**src/logic/sub_bus_defs.svh**
```systemverilog
`ifndef SUB_BUS_DEFS_SVH
`define SUB_BUS_DEFS_SVH

////////////////////////////////////////////////////////////////////////////
// sub cpu bus glue constants
////////////////////////////////////////////////////////////////////////////

// watchdog counter width, msb drives the reset output
// four bits gives eight vblanks before reset fires
`define WATCHDOG_WIDTH 4

// latch write queue depth
`define QUEUE_DEPTH 4

// upper address bits a[15:10] of the write-only control regions
// 8000h watchdog kick
`define REGION_KICK 6'b100000
// 8400h vblank interrupt acknowledge
`define REGION_ACK 6'b100001
// 8c00h tile bank select
`define REGION_BANK 6'b100011
// 9000h scroll/priority for layers 0 and 1, rom bank 9d
`define REGION_LTH0 6'b100100
// 9400h scroll/priority for layers 2 and 3, rom bank 12d
`define REGION_LTH1 6'b100101
// a000h back color
`define REGION_LTH2 6'b101000

`endif

```
**src/logic/bus_pkg.sv**
```systemverilog
package bus_pkg;

	////////////////////////////////////////////////////////////////////////////
	// cpu clocking and bus decode types
	////////////////////////////////////////////////////////////////////////////

	// quadrature clocks for the two 6809-style cpus
	typedef struct packed {
		logic e_main;
		logic q_main;
		logic e_sub;
		logic q_sub;
	} cpu_phase_t;

	// chip selects out of the sub cpu address decode
	typedef struct packed {
		logic scr0;
		logic scr1;
		logic obj;
		logic snd;
		logic spgm;
		logic mpgm;
		logic bank;
		logic lth0;
		logic lth1;
		logic lth2;
		logic bufen;
	} chip_sel_t;

	// single-cycle control pulses from bus writes
	typedef struct packed {
		logic wd_kick;
		logic irq_ack;
	} bus_event_t;

	// which latch field a queued write targets
	typedef enum logic [2:0] {
		op_xhi_pri,
		op_xlo,
		op_y,
		op_rom_bank,
		op_back_color,
		op_tile_bank
	} latch_op_t;

	// one queued latch write
	typedef struct packed {
		latch_op_t   op;
		logic [1:0]  layer;
		logic [7:0]  data;
	} latch_wr_t;

endpackage

```
**src/logic/video_reg_pkg.sv**
```systemverilog
package video_reg_pkg;

	////////////////////////////////////////////////////////////////////////////
	// video latch register file
	////////////////////////////////////////////////////////////////////////////

	// scroll and priority of one tilemap layer
	typedef struct packed {
		// nine bit x, msb written with the priority
		logic [8:0] x;
		logic [7:0] y;
		// layer priority, 0 is furthest back
		logic [2:0] pri;
	} layer_scroll_t;

	// all latches held for the tilemap side
	typedef struct packed {
		// layers 0 to 3, index matches the entry layer field
		layer_scroll_t [3:0] layer;
		// rom bank for the 9d tile rom
		logic [2:0]          rom_bank_9d;
		// rom bank for the 12d tile rom
		logic [2:0]          rom_bank_12d;
		logic                tile_bank;
		// palette index behind all layers
		logic [7:0]          back_color;
	} video_regs_t;

endpackage

```
**src/logic/bus_decoder.sv**
```systemverilog
`include "sub_bus_defs.svh"

module bus_decoder
	import bus_pkg::*;
(
	input  logic        clk_6m,
	input  logic        rst,
	input  logic        acc,
	input  logic        we,
	input  logic [15:0] a,
	input  logic [7:0]  d,
	output chip_sel_t   sel,
	output logic        wr_valid,
	output latch_wr_t   wr_entry,
	output bus_event_t  ev
);

	// upper six address bits pick the region
	logic [5:0] region;

	latch_wr_t  entry_nxt;
	logic       valid_nxt;
	bus_event_t ev_nxt;

	assign region = a[15:10];

	////////////////////////////////////////////////////////////////////////////
	// chip selects, purely combinational
	////////////////////////////////////////////////////////////////////////////

	// 0000h-5fffh video and sprite ram in 8k blocks
	assign sel.scr0 = (a[15:13] == 3'b000);
	assign sel.scr1 = (a[15:13] == 3'b001);
	assign sel.obj  = (a[15:13] == 3'b010);
	// sound shared ram sits on top of the sprite ram window
	assign sel.snd  = (region == 6'b010000);

	// program roms, reads only
	assign sel.spgm = !we && (a[15:13] == 3'b011);
	assign sel.mpgm = !we && a[15];

	// write-only latches
	assign sel.bank = we && (region == `REGION_BANK);
	assign sel.lth0 = we && (region == `REGION_LTH0);
	assign sel.lth1 = we && (region == `REGION_LTH1);
	assign sel.lth2 = we && (region == `REGION_LTH2);

	// data bus buffer toward the video side
	assign sel.bufen = sel.scr0 | sel.scr1 | sel.obj | sel.snd | sel.lth0 | sel.lth1;

	////////////////////////////////////////////////////////////////////////////
	// latch write entries
	////////////////////////////////////////////////////////////////////////////

	always_comb begin
		entry_nxt.op    = op_xlo;
		entry_nxt.layer = 2'd0;
		entry_nxt.data  = d;
		valid_nxt       = 1'b0;
		if (sel.lth0 || sel.lth1) begin
			// a[2] picks the second layer of the pair
			entry_nxt.layer = {sel.lth1, a[2]};
			valid_nxt       = acc;
			case (a[1:0])
				2'd0: entry_nxt.op = op_xhi_pri;
				2'd1: entry_nxt.op = op_xlo;
				2'd2: entry_nxt.op = op_y;
				default: begin
					// offset 3 is the rom bank, offset 7 goes nowhere
					entry_nxt.op    = op_rom_bank;
					entry_nxt.layer = {1'b0, sel.lth1};
					valid_nxt       = acc && !a[2];
				end
			endcase
		end else if (sel.lth2) begin
			entry_nxt.op = op_back_color;
			valid_nxt    = acc;
		end else if (sel.bank) begin
			entry_nxt.op = op_tile_bank;
			valid_nxt    = acc;
		end
	end

	// kick and ack carry no data, they only strobe
	assign ev_nxt.wd_kick = acc && we && (region == `REGION_KICK);
	assign ev_nxt.irq_ack = acc && we && (region == `REGION_ACK);

	always_ff @(posedge clk_6m) begin
		if (rst) begin
			wr_valid <= 1'b0;
			ev       <= '0;
		end else begin
			wr_valid <= valid_nxt;
			ev       <= ev_nxt;
		end
	end

	always_ff @(posedge clk_6m) begin
		if (valid_nxt) begin
			wr_entry <= entry_nxt;
		end
	end

	// latch regions and event regions are disjoint
	a_wr_ev_exclusive : assert property (
		@(posedge clk_6m) disable iff (rst)
		!(wr_valid && (ev.wd_kick || ev.irq_ack))
	);

endmodule

```
**src/logic/cpu_phase_gen.sv**
```systemverilog
module cpu_phase_gen
	import bus_pkg::*;
(
	input  logic       clk_6m,
	input  logic       rst,
	output cpu_phase_t phase,
	output logic       cycle_end
);

	// two bit phase counter stepping once per pixel clock
	// four pixel clocks make one bus cycle of 1.5 MHz E
	logic [1:0] cnt;

	always_ff @(posedge clk_6m) begin
		if (rst) begin
			cnt <= 2'd0;
		end else begin
			cnt <= cnt + 2'd1;
		end
	end

	////////////////////////////////////////////////////////////////////////////
	// quadrature decode
	////////////////////////////////////////////////////////////////////////////

	// main cpu q leads e by a quarter cycle
	// e high at counts 2,3
	assign phase.e_main = cnt[1];
	// q high at counts 1,2
	assign phase.q_main = cnt[1] ^ cnt[0];

	// sub cpu runs half a cycle away from main
	// so the two never own the shared bus together
	// e high at counts 0,1
	assign phase.e_sub = ~cnt[1];
	// q high at counts 3,0
	assign phase.q_sub = ~(cnt[1] ^ cnt[0]);

	// last count of the cycle before sub e falls
	assign cycle_end = (cnt == 2'd3);

	// both cpus driving E together would mean a bus clash
	a_e_exclusive : assert property (
		@(posedge clk_6m) disable iff (rst)
		!(phase.e_main && phase.e_sub)
	);

endmodule

```
**src/logic/sub_cpu_bus.sv**
```systemverilog
module sub_cpu_bus
	import bus_pkg::*;
	import video_reg_pkg::*;
(
	input  logic        clk_6m,
	input  logic        rst,
	input  logic        vblk,
	input  logic        we,
	input  logic        acc,
	input  logic [15:0] a,
	input  logic [7:0]  d,
	output cpu_phase_t  phase,
	output chip_sel_t   sel,
	output logic        res,
	output logic        irq,
	output video_regs_t regs,
	output logic        overflow
);

	// bus cycle boundary from the phase generator
	logic       cycle_end;

	// decoder to queue
	logic       wr_valid;
	latch_wr_t  wr_entry;
	// decoder to watchdog
	bus_event_t ev;

	// queue to latch bank
	latch_wr_t  head;
	logic       not_empty;
	logic       pop;

	cpu_phase_gen phase_i (
		.clk_6m    (clk_6m),
		.rst       (rst),
		.phase     (phase),
		.cycle_end (cycle_end)
	);

	bus_decoder decode_i (
		.clk_6m   (clk_6m),
		.rst      (rst),
		.acc      (acc),
		.we       (we),
		.a        (a),
		.d        (d),
		.sel      (sel),
		.wr_valid (wr_valid),
		.wr_entry (wr_entry),
		.ev       (ev)
	);

	write_queue queue_i (
		.clk_6m    (clk_6m),
		.rst       (rst),
		.push      (wr_valid),
		.entry_in  (wr_entry),
		.pop       (pop),
		.head      (head),
		.not_empty (not_empty),
		.overflow  (overflow)
	);

	video_latch_bank latch_i (
		.clk_6m    (clk_6m),
		.rst       (rst),
		.cycle_end (cycle_end),
		.not_empty (not_empty),
		.head      (head),
		.pop       (pop),
		.regs      (regs)
	);

	sys_watchdog wdog_i (
		.clk_6m (clk_6m),
		.rst    (rst),
		.vblk   (vblk),
		.ev     (ev),
		.res    (res),
		.irq    (irq)
	);

endmodule

```
**src/logic/sys_watchdog.sv**
```systemverilog
`include "sub_bus_defs.svh"

module sys_watchdog
	import bus_pkg::*;
(
	input  logic       clk_6m,
	input  logic       rst,
	input  logic       vblk,
	input  bus_event_t ev,
	output logic       res,
	output logic       irq
);

	logic                       vblk_q;
	logic                       vblk_rise;
	logic [`WATCHDOG_WIDTH-1:0] wd_cnt;

	////////////////////////////////////////////////////////////////////////////
	// vblank edge
	////////////////////////////////////////////////////////////////////////////

	always_ff @(posedge clk_6m) begin
		if (rst) begin
			vblk_q <= 1'b0;
		end else begin
			vblk_q <= vblk;
		end
	end

	assign vblk_rise = vblk && !vblk_q;

	////////////////////////////////////////////////////////////////////////////
	// watchdog and interrupt
	////////////////////////////////////////////////////////////////////////////

	// counts vblanks, kick clears it
	// stops once the msb is up so reset stays asserted
	always_ff @(posedge clk_6m) begin
		if (rst) begin
			wd_cnt <= '0;
		end else if (ev.wd_kick) begin
			wd_cnt <= '0;
		end else if (vblk_rise && !res) begin
			wd_cnt <= wd_cnt + 1'b1;
		end
	end

	assign res = wd_cnt[`WATCHDOG_WIDTH-1];

	// vblank irq, a new vblank beats an ack in the same cycle
	always_ff @(posedge clk_6m) begin
		if (rst) begin
			irq <= 1'b0;
		end else if (vblk_rise) begin
			irq <= 1'b1;
		end else if (ev.irq_ack) begin
			irq <= 1'b0;
		end
	end

	// reset only releases through a kick from the cpu
	a_res_release : assert property (
		@(posedge clk_6m)
		$fell(res) |-> ($past(ev.wd_kick) || $past(rst))
	);

endmodule

```
**src/logic/video_latch_bank.sv**
```systemverilog
module video_latch_bank
	import bus_pkg::*;
	import video_reg_pkg::*;
(
	input  logic        clk_6m,
	input  logic        rst,
	input  logic        cycle_end,
	input  logic        not_empty,
	input  latch_wr_t   head,
	output logic        pop,
	output video_regs_t regs
);

	// one latch update per bus cycle as the real latches
	// only see a strobe once per sub cpu cycle
	assign pop = cycle_end && not_empty;

	////////////////////////////////////////////////////////////////////////////
	// register update
	////////////////////////////////////////////////////////////////////////////

	always_ff @(posedge clk_6m) begin
		if (rst) begin
			regs <= '0;
		end else if (pop) begin
			case (head.op)
				op_xhi_pri: begin
					// x msb and priority share one byte
					regs.layer[head.layer].x[8] <= head.data[0];
					regs.layer[head.layer].pri  <= head.data[3:1];
				end
				op_xlo: begin
					regs.layer[head.layer].x[7:0] <= head.data;
				end
				op_y: begin
					regs.layer[head.layer].y <= head.data;
				end
				op_rom_bank: begin
					// layer 0 selects the 9d rom and layer 1 the 12d rom
					if (head.layer[0]) begin
						regs.rom_bank_12d <= head.data[2:0];
					end else begin
						regs.rom_bank_9d <= head.data[2:0];
					end
				end
				op_back_color: begin
					regs.back_color <= head.data;
				end
				op_tile_bank: begin
					regs.tile_bank <= head.data[0];
				end
				default: begin
					// unused encodings leave the latches alone
					regs <= regs;
				end
			endcase
		end
	end

endmodule

```
**src/logic/write_queue.sv**
```systemverilog
`include "sub_bus_defs.svh"

module write_queue
	import bus_pkg::*;
#(
	parameter int depth = `QUEUE_DEPTH
) (
	input  logic      clk_6m,
	input  logic      rst,
	input  logic      push,
	input  latch_wr_t entry_in,
	input  logic      pop,
	output latch_wr_t head,
	output logic      not_empty,
	output logic      overflow
);

	localparam int aw = (depth > 1) ? $clog2(depth) : 1;
	localparam logic [aw:0]   full_cnt = (aw + 1)'(depth);
	localparam logic [aw-1:0] last_ptr = aw'(depth - 1);

	// entry storage
	latch_wr_t mem [depth];

	logic [aw-1:0] rd_ptr;
	logic [aw-1:0] wr_ptr;
	logic [aw:0]   count;
	logic          full;
	logic          do_push;

	assign full      = (count == full_cnt);
	assign not_empty = (count != '0);
	assign head      = mem[rd_ptr];

	// a pop in the same cycle frees the slot for a push when full
	assign do_push = push && (!full || pop);

	always_ff @(posedge clk_6m) begin
		if (do_push) begin
			mem[wr_ptr] <= entry_in;
		end
	end

	always_ff @(posedge clk_6m) begin
		if (rst) begin
			rd_ptr   <= '0;
			wr_ptr   <= '0;
			count    <= '0;
			overflow <= 1'b0;
		end else begin
			if (do_push) begin
				wr_ptr <= (wr_ptr == last_ptr) ? '0 : wr_ptr + 1'b1;
			end
			if (pop) begin
				rd_ptr <= (rd_ptr == last_ptr) ? '0 : rd_ptr + 1'b1;
			end
			// count only moves when one side acts alone
			if (do_push && !pop) begin
				count <= count + 1'b1;
			end else if (pop && !do_push) begin
				count <= count - 1'b1;
			end
			// dropped write, sticky until reset
			if (push && !do_push) begin
				overflow <= 1'b1;
			end
		end
	end

	a_no_pop_empty : assert property (
		@(posedge clk_6m) disable iff (rst)
		pop |-> not_empty
	);

	a_count_bound : assert property (
		@(posedge clk_6m) disable iff (rst)
		count <= full_cnt
	);

endmodule

```
**config.mk**
```make
export PLATFORM = sky130hd
export DESIGN_NAME = sub_cpu_bus
export DESIGN_NICKNAME = d
export VERILOG_FILES = /design/src/logic/bus_pkg.sv /design/src/logic/video_reg_pkg.sv /design/src/logic/bus_decoder.sv /design/src/logic/cpu_phase_gen.sv /design/src/logic/sub_cpu_bus.sv /design/src/logic/sys_watchdog.sv /design/src/logic/video_latch_bank.sv /design/src/logic/write_queue.sv
export VERILOG_INCLUDE_DIRS = /design/src /design/src/logic
export SDC_FILE = /design/constraint.sdc
export NUM_CORES = 1
export LEC_CHECK = 0
export ABC_AREA = 1
export BUFFER_PORTS_ARGS = -buffer_cell sky130_fd_sc_hd__buf_4
export CORE_UTILIZATION = 60
export CTS_BUF_LIST = sky130_fd_sc_hd__clkbuf_8
export DETAILED_ROUTE_END_ITERATION = 12
export PLACE_DENSITY = 0.85
export SETUP_SLACK_MARGIN = 0.3
export SLEW_MARGIN = 40
export SYNTH_ARGS = -nofsm -noshare
export SYNTH_HDL_FRONTEND = slang
export SYNTH_HIERARCHICAL = 1
export SYNTH_SLANG_ARGS = --single-unit
```
**constraint.sdc**
```tcl
create_clock -name clk_6m -period 5.4 [get_ports clk_6m]
set_input_delay 0.54 -clock clk_6m [delete_from_list [all_inputs] [get_ports clk_6m]]
set_output_delay 0.54 -clock clk_6m [all_outputs]
set_load 0.05 [all_outputs]
```
==> results of run 1 <==
-- cell families after synthesis --
family | share of synthesized area, %
XOR/XNOR | 0.114
flip-flops | 55.4
buffers and inverters | 6.93
AO/OA/AOI/OAI | 9.47
adder cells (fa/ha/maj) | 1.56
AND/OR/NAND/NOR | 26.5
-- placed cells by master (no fill, tap or decap), drive strengths merged --
master,netlist,routed
nor2,138,138
buf,22,146
o21ai,54,54
nand3,32,32
nor3,4,4
clkinvlp,0,1
a21oi,75,75
ha,8,8
edfxtp,65,65
nor4,1,1
nand2,341,341
fa,1,1
dfxtp,116,116
clkbuf,22,17
xor2,1,1
bufinv,0,2
inv,76,79
clkinv,0,9
o22ai,13,13
-- path summary, 6_finish.rpt --
check	from	to	slack, ns	cells past startpoint
worst max-delay path	queue_i/count[1]	queue_i/count[1]	2.80	13
worst min-delay path	d[1]	decode_i/wr_entry[1]	0.27	1
worst max register to register	queue_i/count[1]	queue_i/count[1]	2.80	13
worst min register to register	phase_i/cnt[0]	phase_i/cnt[0]	0.43	1
-- per-layer routing --
layer / global-route usage, % / vias to the layer above
met5: 0 / -
met1: 33.7 / 3038
li1: - / 3327
met3: 5.96 / 33
met4: 12.6 / 0
met2: 44.2 / 242
-- worst max-delay path, stage by stage, from the launching register on --
cell	delay, ns
dfxtp_1	0.35
nor2_1	0.27
nand2_1	0.16
nand2_1	0.14
inv_1	0.13
nor2_1	0.21
nand2_2	0.11
nand2_1	0.17
inv_1	0.06
ha_1	0.19
inv_1	0.08
fa_1	0.41
o21ai_0	0.16
nor2_1	0.06
-- where the power goes --
| part | switching [mW] | internal [mW] | total (mW) | leakage [nW] |
|---|---|---|---|---|
| Clock | 0.438 | 0.397 | 0.835 | 0.197 |
| Combinational | 0.0757 | 0.0331 | 0.109 | 2.27 |
| Sequential | 0.00513 | 1.41 | 1.41 | 1.55 |
-- cell type report --
class / count / area (um^2) / area share [%]
clock buffers: 17 / 234 / 2.55
clock inverters: 15 / 125 / 1.37
inverters: 76 / 293 / 3.20
multi-input cells: 668 / 2920 / 31.9
flip-flops and latches: 181 / 4280 / 46.7
well taps: 172 / 215 / 2.35
repair buffers: 146 / 1100 / 12.0
-- per-stage QoR --
stage	hold WS (ns)	total power, mW	std cells	utilization [%]	cell area (um^2)
detailed placement	0.422	1.55	1243	70.0	8800
CTS	0.237	2.38	1275	72.8	9160
global placement	0.406	1.55	1243	69.9	8790
floorplan	0.392	1.52	969	-	7710
global route	0.227	2.44	1275	72.9	9160
finish	0.266	2.36	1275	72.9	9160
==> results.json, run 1 <==
{
  "place_congestion": 0.804,
  "clock_latency_ns": 0.45,
  "hold_buffers": 0,
  "grt_setup_unrepaired": "false",
  "rows": 41,
  "timing.slew.headroom_pct": 43.0,
  "ys_warn_count": 6,
  "crit_path_start_kind": "flop",
  "async_reset_ff_share_pct": 0,
  "grt_pass1_wl_mm": 27.2,
  "cts.repair.resized": 0,
  "num_vias": 6640,
  "remaining_drc_errors": 0,
  "netlist.area_leader.share_pct": 30.1,
  "core-area_mm2": 0.0126,
  "hold_class": "primary input to flop",
  "hpwl_mm": 11.6,
  "num-fill-cells": 948,
  "syn_nets": 1007,
  "cp.required_ns": 5.75,
  "crit_arrival_ns": 2.96,
  "min_period_ns": 2.60,
  "post-route-period-util_pct": 48.2,
  "ys.flop_type": "dfxtp_1",
  "skew_ns": 0.0127,
  "seq_area_frac_synth_pct": 55.4,
  "final-setup-viol-count": 0,
  "die_area_mm2": 0.0133,
  "synth_cell_type_count": 28,
  "power.density_mw_per_mm2": 258,
  "worst_slew_pin_slew_ns": 0.855,
  "synth_edf_count": 65,
  "ant_nets": 0,
  "yosysTopAreaCell": "dfxtp_1",
  "track_usage_pct": 26.8,
  "fmax_mhz": 384,
  "yosys-top-cells-area": "dfxtp_1, edfxtp_1, nand2_1, nor2_1, a21oi_1",
  "h-tree-depth": 4,
  "cts.path.max_buffers": 2,
  "route.met3.wl_mm": 1.17,
  "met1_length_mm": 7.31,
  "clockRootBuffer": "clkbuf_8",
  "highest_layer": "met4",
  "cts_sinks": 181,
  "p_leak_nw": 4.02,
  "syn_avg_cell_area_um2": 7.96,
  "drt_wl_total_mm": 17.5,
  "drv_slew": 0,
  "final_nets": 1128,
  "numCtsBuffers": 17,
  "ys_top_cells_by_count": "nand2_1, nor2_1, dfxtp_1",
  "ys_ff_latch": 181,
  "cts_setup_buffers": 0,
  "wl_met2_mm": 8.47,
  "grt_max_degree": 77,
  "fin_setup_tns_ns": 0,
  "hold_viol_final": 0,
  "drt-initial-drc-count": 689,
  "vias_per_cell": 5.21,
  "peakVddDrop_mv": 0.150,
  "synth_area_mm2": 0.00771,
  "grt-ovfl-total": 0,
  "syn2layout_area_growth_pct": 18.7,
  "path_max_fanout": 5,
  "status": "complete, no violations",
  "portBuffers": 134,
  "wire_per_inst_um": 13.8,
  "yosysMostFrequentCell": "nand2_1",
  "antenna_found_initial": 0,
  "first_global_vias": 5709,
  "crit_path_end_kind": "flop",
  "path_class": "flop to flop",
  "pin_count": 142,
  "die_h_um": 115,
  "fp.dieW_um": 115,
  "antenna_cells": 0,
  "setup_ws_ns": 2.80,
  "drive_gt1_share_pct": 18.8,
  "clk_pin_slew_ns": 0.09,
  "dp_slack_ns": 2.75,
  "initial_utilization_pct": 61.4,
  "cts_tree": "yes",
  "maxCapViolCount": 0,
  "first_pass_iters": 5,
  "postSynthCellCount": 969
}
(Power assumes the default switching activity.)
==> inputs of run 2 (changes only) <==
--- a/config.mk
+++ b/config.mk
@@ -8,10 +8,10 @@
 export LEC_CHECK = 0
 export ABC_AREA = 1
 export BUFFER_PORTS_ARGS = -buffer_cell sky130_fd_sc_hd__buf_4
-export CORE_UTILIZATION = 60
+export CORE_UTILIZATION = 58
 export CTS_BUF_LIST = sky130_fd_sc_hd__clkbuf_8
 export DETAILED_ROUTE_END_ITERATION = 12
-export PLACE_DENSITY = 0.85
+export PLACE_DENSITY = 0.83
 export SETUP_SLACK_MARGIN = 0.3
 export SLEW_MARGIN = 40
 export SYNTH_ARGS = -nofsm -noshare
==> constraint.sdc (replaced) <==
create_clock -name clk_6m -period 2.45 [get_ports clk_6m]
set_input_delay 0.245 -clock clk_6m [delete_from_list [all_inputs] [get_ports clk_6m]]
set_output_delay 0.245 -clock clk_6m [all_outputs]
set_load 0.05 [all_outputs]
==> run 2 against run 1 <==
Net effect:
- design area rose by 6.2%
- critical path depth down 5
- sequential power grew 120%
- sequential share of layout area fell by 2.6 points
- clock skew increased by 0.0021 ns
- die area grew 3.4%
- maximum frequency is 26% higher
- sequential cell count did not move
- count of clock-buffer cells in the layout increased by 2
- critical path type unchanged
- largest cell class unchanged
- largest power group unchanged
==> results.json, run 2 (same netlist as run 1, synthesis figures left out) <==
{
  "drt_wl_total_mm": 19.0,
  "path_max_fanout": 10,
  "grt-ovfl-total": 0,
  "maxCapViolCount": 0,
  "worst_slew_pin_slew_ns": 0.812,
  "portBuffers": 134,
  "crit_path_top_delay_cell": "dfxtp_4",
  "cp.required_ns": 2.83,
  "first_global_vias": 6228,
  "clock_latency_ns": 0.45,
  "cts_tree": "yes",
  "setup_ws_ns": 0.384,
  "place_congestion": 0.789,
  "holdWs_ns": 0.0458,
  "final_nets": 1163,
  "dp_cells": 1263,
  "numCtsBuffers": 17,
  "crit_arrival_ns": 2.45,
  "min_period_ns": 2.07,
  "h-tree-depth": 4,
  "first_pass_iters": 6,
  "hpwl_mm": 11.9,
  "post-route-util_pct": 76.1,
  "die_area_mm2": 0.0138,
  "remaining_drc_errors": 0,
  "drv_slew": 0,
  "status": "complete, no violations",
  "power.density_mw_per_mm2": 584,
  "core-area_mm2": 0.0128,
  "rows": 41,
  "track_usage_pct": 27.5,
  "drt-initial-drc-count": 807,
  "fp.dieW_um": 117,
  "crit_path_end_kind": "flop",
  "antenna_found_initial": 0,
  "placement.cell_area_mm2": 0.00899,
  "syn2layout_area_growth_pct": 26.1,
  "post-route-period-util_pct": 84.3,
  "antenna_cells": 0,
  "finalNonFillerCells": 1310,
  "skew_ns": 0.0147,
  "vias_per_cell": 5.22,
  "critPathBufInv": 2,
  "cts.path.max_buffers": 2,
  "pin_count": 142,
  "initial_utilization_pct": 60.4,
  "cp_num_cells": 8,
  "cp_common_cell": "nor2_1",
  "timing.slew.headroom_pct": 45.8,
  "dp_slack_ns": -0.00738,
  "peakVddDrop_mv": 0.450,
  "grt_max_degree": 65,
  "clk_pin_slew_ns": 0.09,
  "grt_setup_unrepaired": "false",
  "drive_gt1_share_pct": 23.2,
  "r2r_slack_ns": 0.38,
  "r2r_cells": 8,
  "crit_path_start_kind": "flop",
  "path_cells": "buf_4 > o21ai_0 > o22ai_2 > nor2_2 > nand2_2 > inv_2 > nor2_1 > nor2_1",
  "fmax_mhz": 484,
  "final-setup-viol-count": 0,
  "clockRootBuffer": "clkbuf_8",
  "hold_class": "primary input to flop",
  "wire_per_inst_um": 14.5,
  "final_common_cell": "nand2_1",
  "num_vias": 6842,
  "slowest_delay_ns": 0.41,
  "grt_pass1_wl_mm": 29.9,
  "power.total_mw": 5.68,
  "hold_depth": 3,
  "final_cell_mix": "nand2_1, buf_4, nor2_1, dfxtp_1, a21oi_1",
  "path_class": "flop to flop",
  "fin_area_mm2": 0.00973,
  "cts_sinks": 181,
  "fin_setup_tns_ns": 0,
  "hold_viol_final": 0,
  "crit_family": "simple AND/OR/NAND/NOR gates",
  "ant_nets": 0,
  "p_leak_nw": 4.25,
  "die_h_um": 117
}
-- run 2: cell type report --
cell class	count	area, um^2
flip-flops and latches	181	4290
fillers	889	3050
multi-input cells	668	3020
repair buffers	181	1440
inverters	76	295
clock buffers	19	262
well taps	172	215
clock inverters	13	205
-- run 2: power by group --
part	leakage (nW)	internal, mW	switching (mW)
clock	0.233	1.27	1.03
sequential	1.55	3.10	0.0124
combinational	2.46	0.0933	0.177
total	4.25	4.46	1.22
-- run 2: metal layers --
metal / GRT usage, % / up-vias / wire, um
met5: 0 / - / 0
met4: 13.9 / 0 / 641
met3: 6.23 / 49 / 1560
met2: 46.2 / 313 / 9180
met1: 33.2 / 3087 / 7660
li1: - / 3393 / -
-- run 2: what timing repair did --
item                       CTS  global route
hold endpoints to repair    10             0
pin swaps                    0             4
hold buffers                11             0
setup buffers                1             3
resized for setup           16            29
setup endpoints to repair   93            94
-- run 2: path summary, 6_finish.rpt --
check / startpoint / endpoint
min: acc / decode_i/wr_valid
max: flop / latch_i/regs[0]
min reg2reg: phase_i/cnt[0] / phase_i/cnt[0]
max reg2reg: flop / latch_i/regs[0]
-- run 2: tightest hold or removal path: stages --
cell	delay, ns
buf_4	0.12
nand2_1	0.05
a21oi_1	0.03
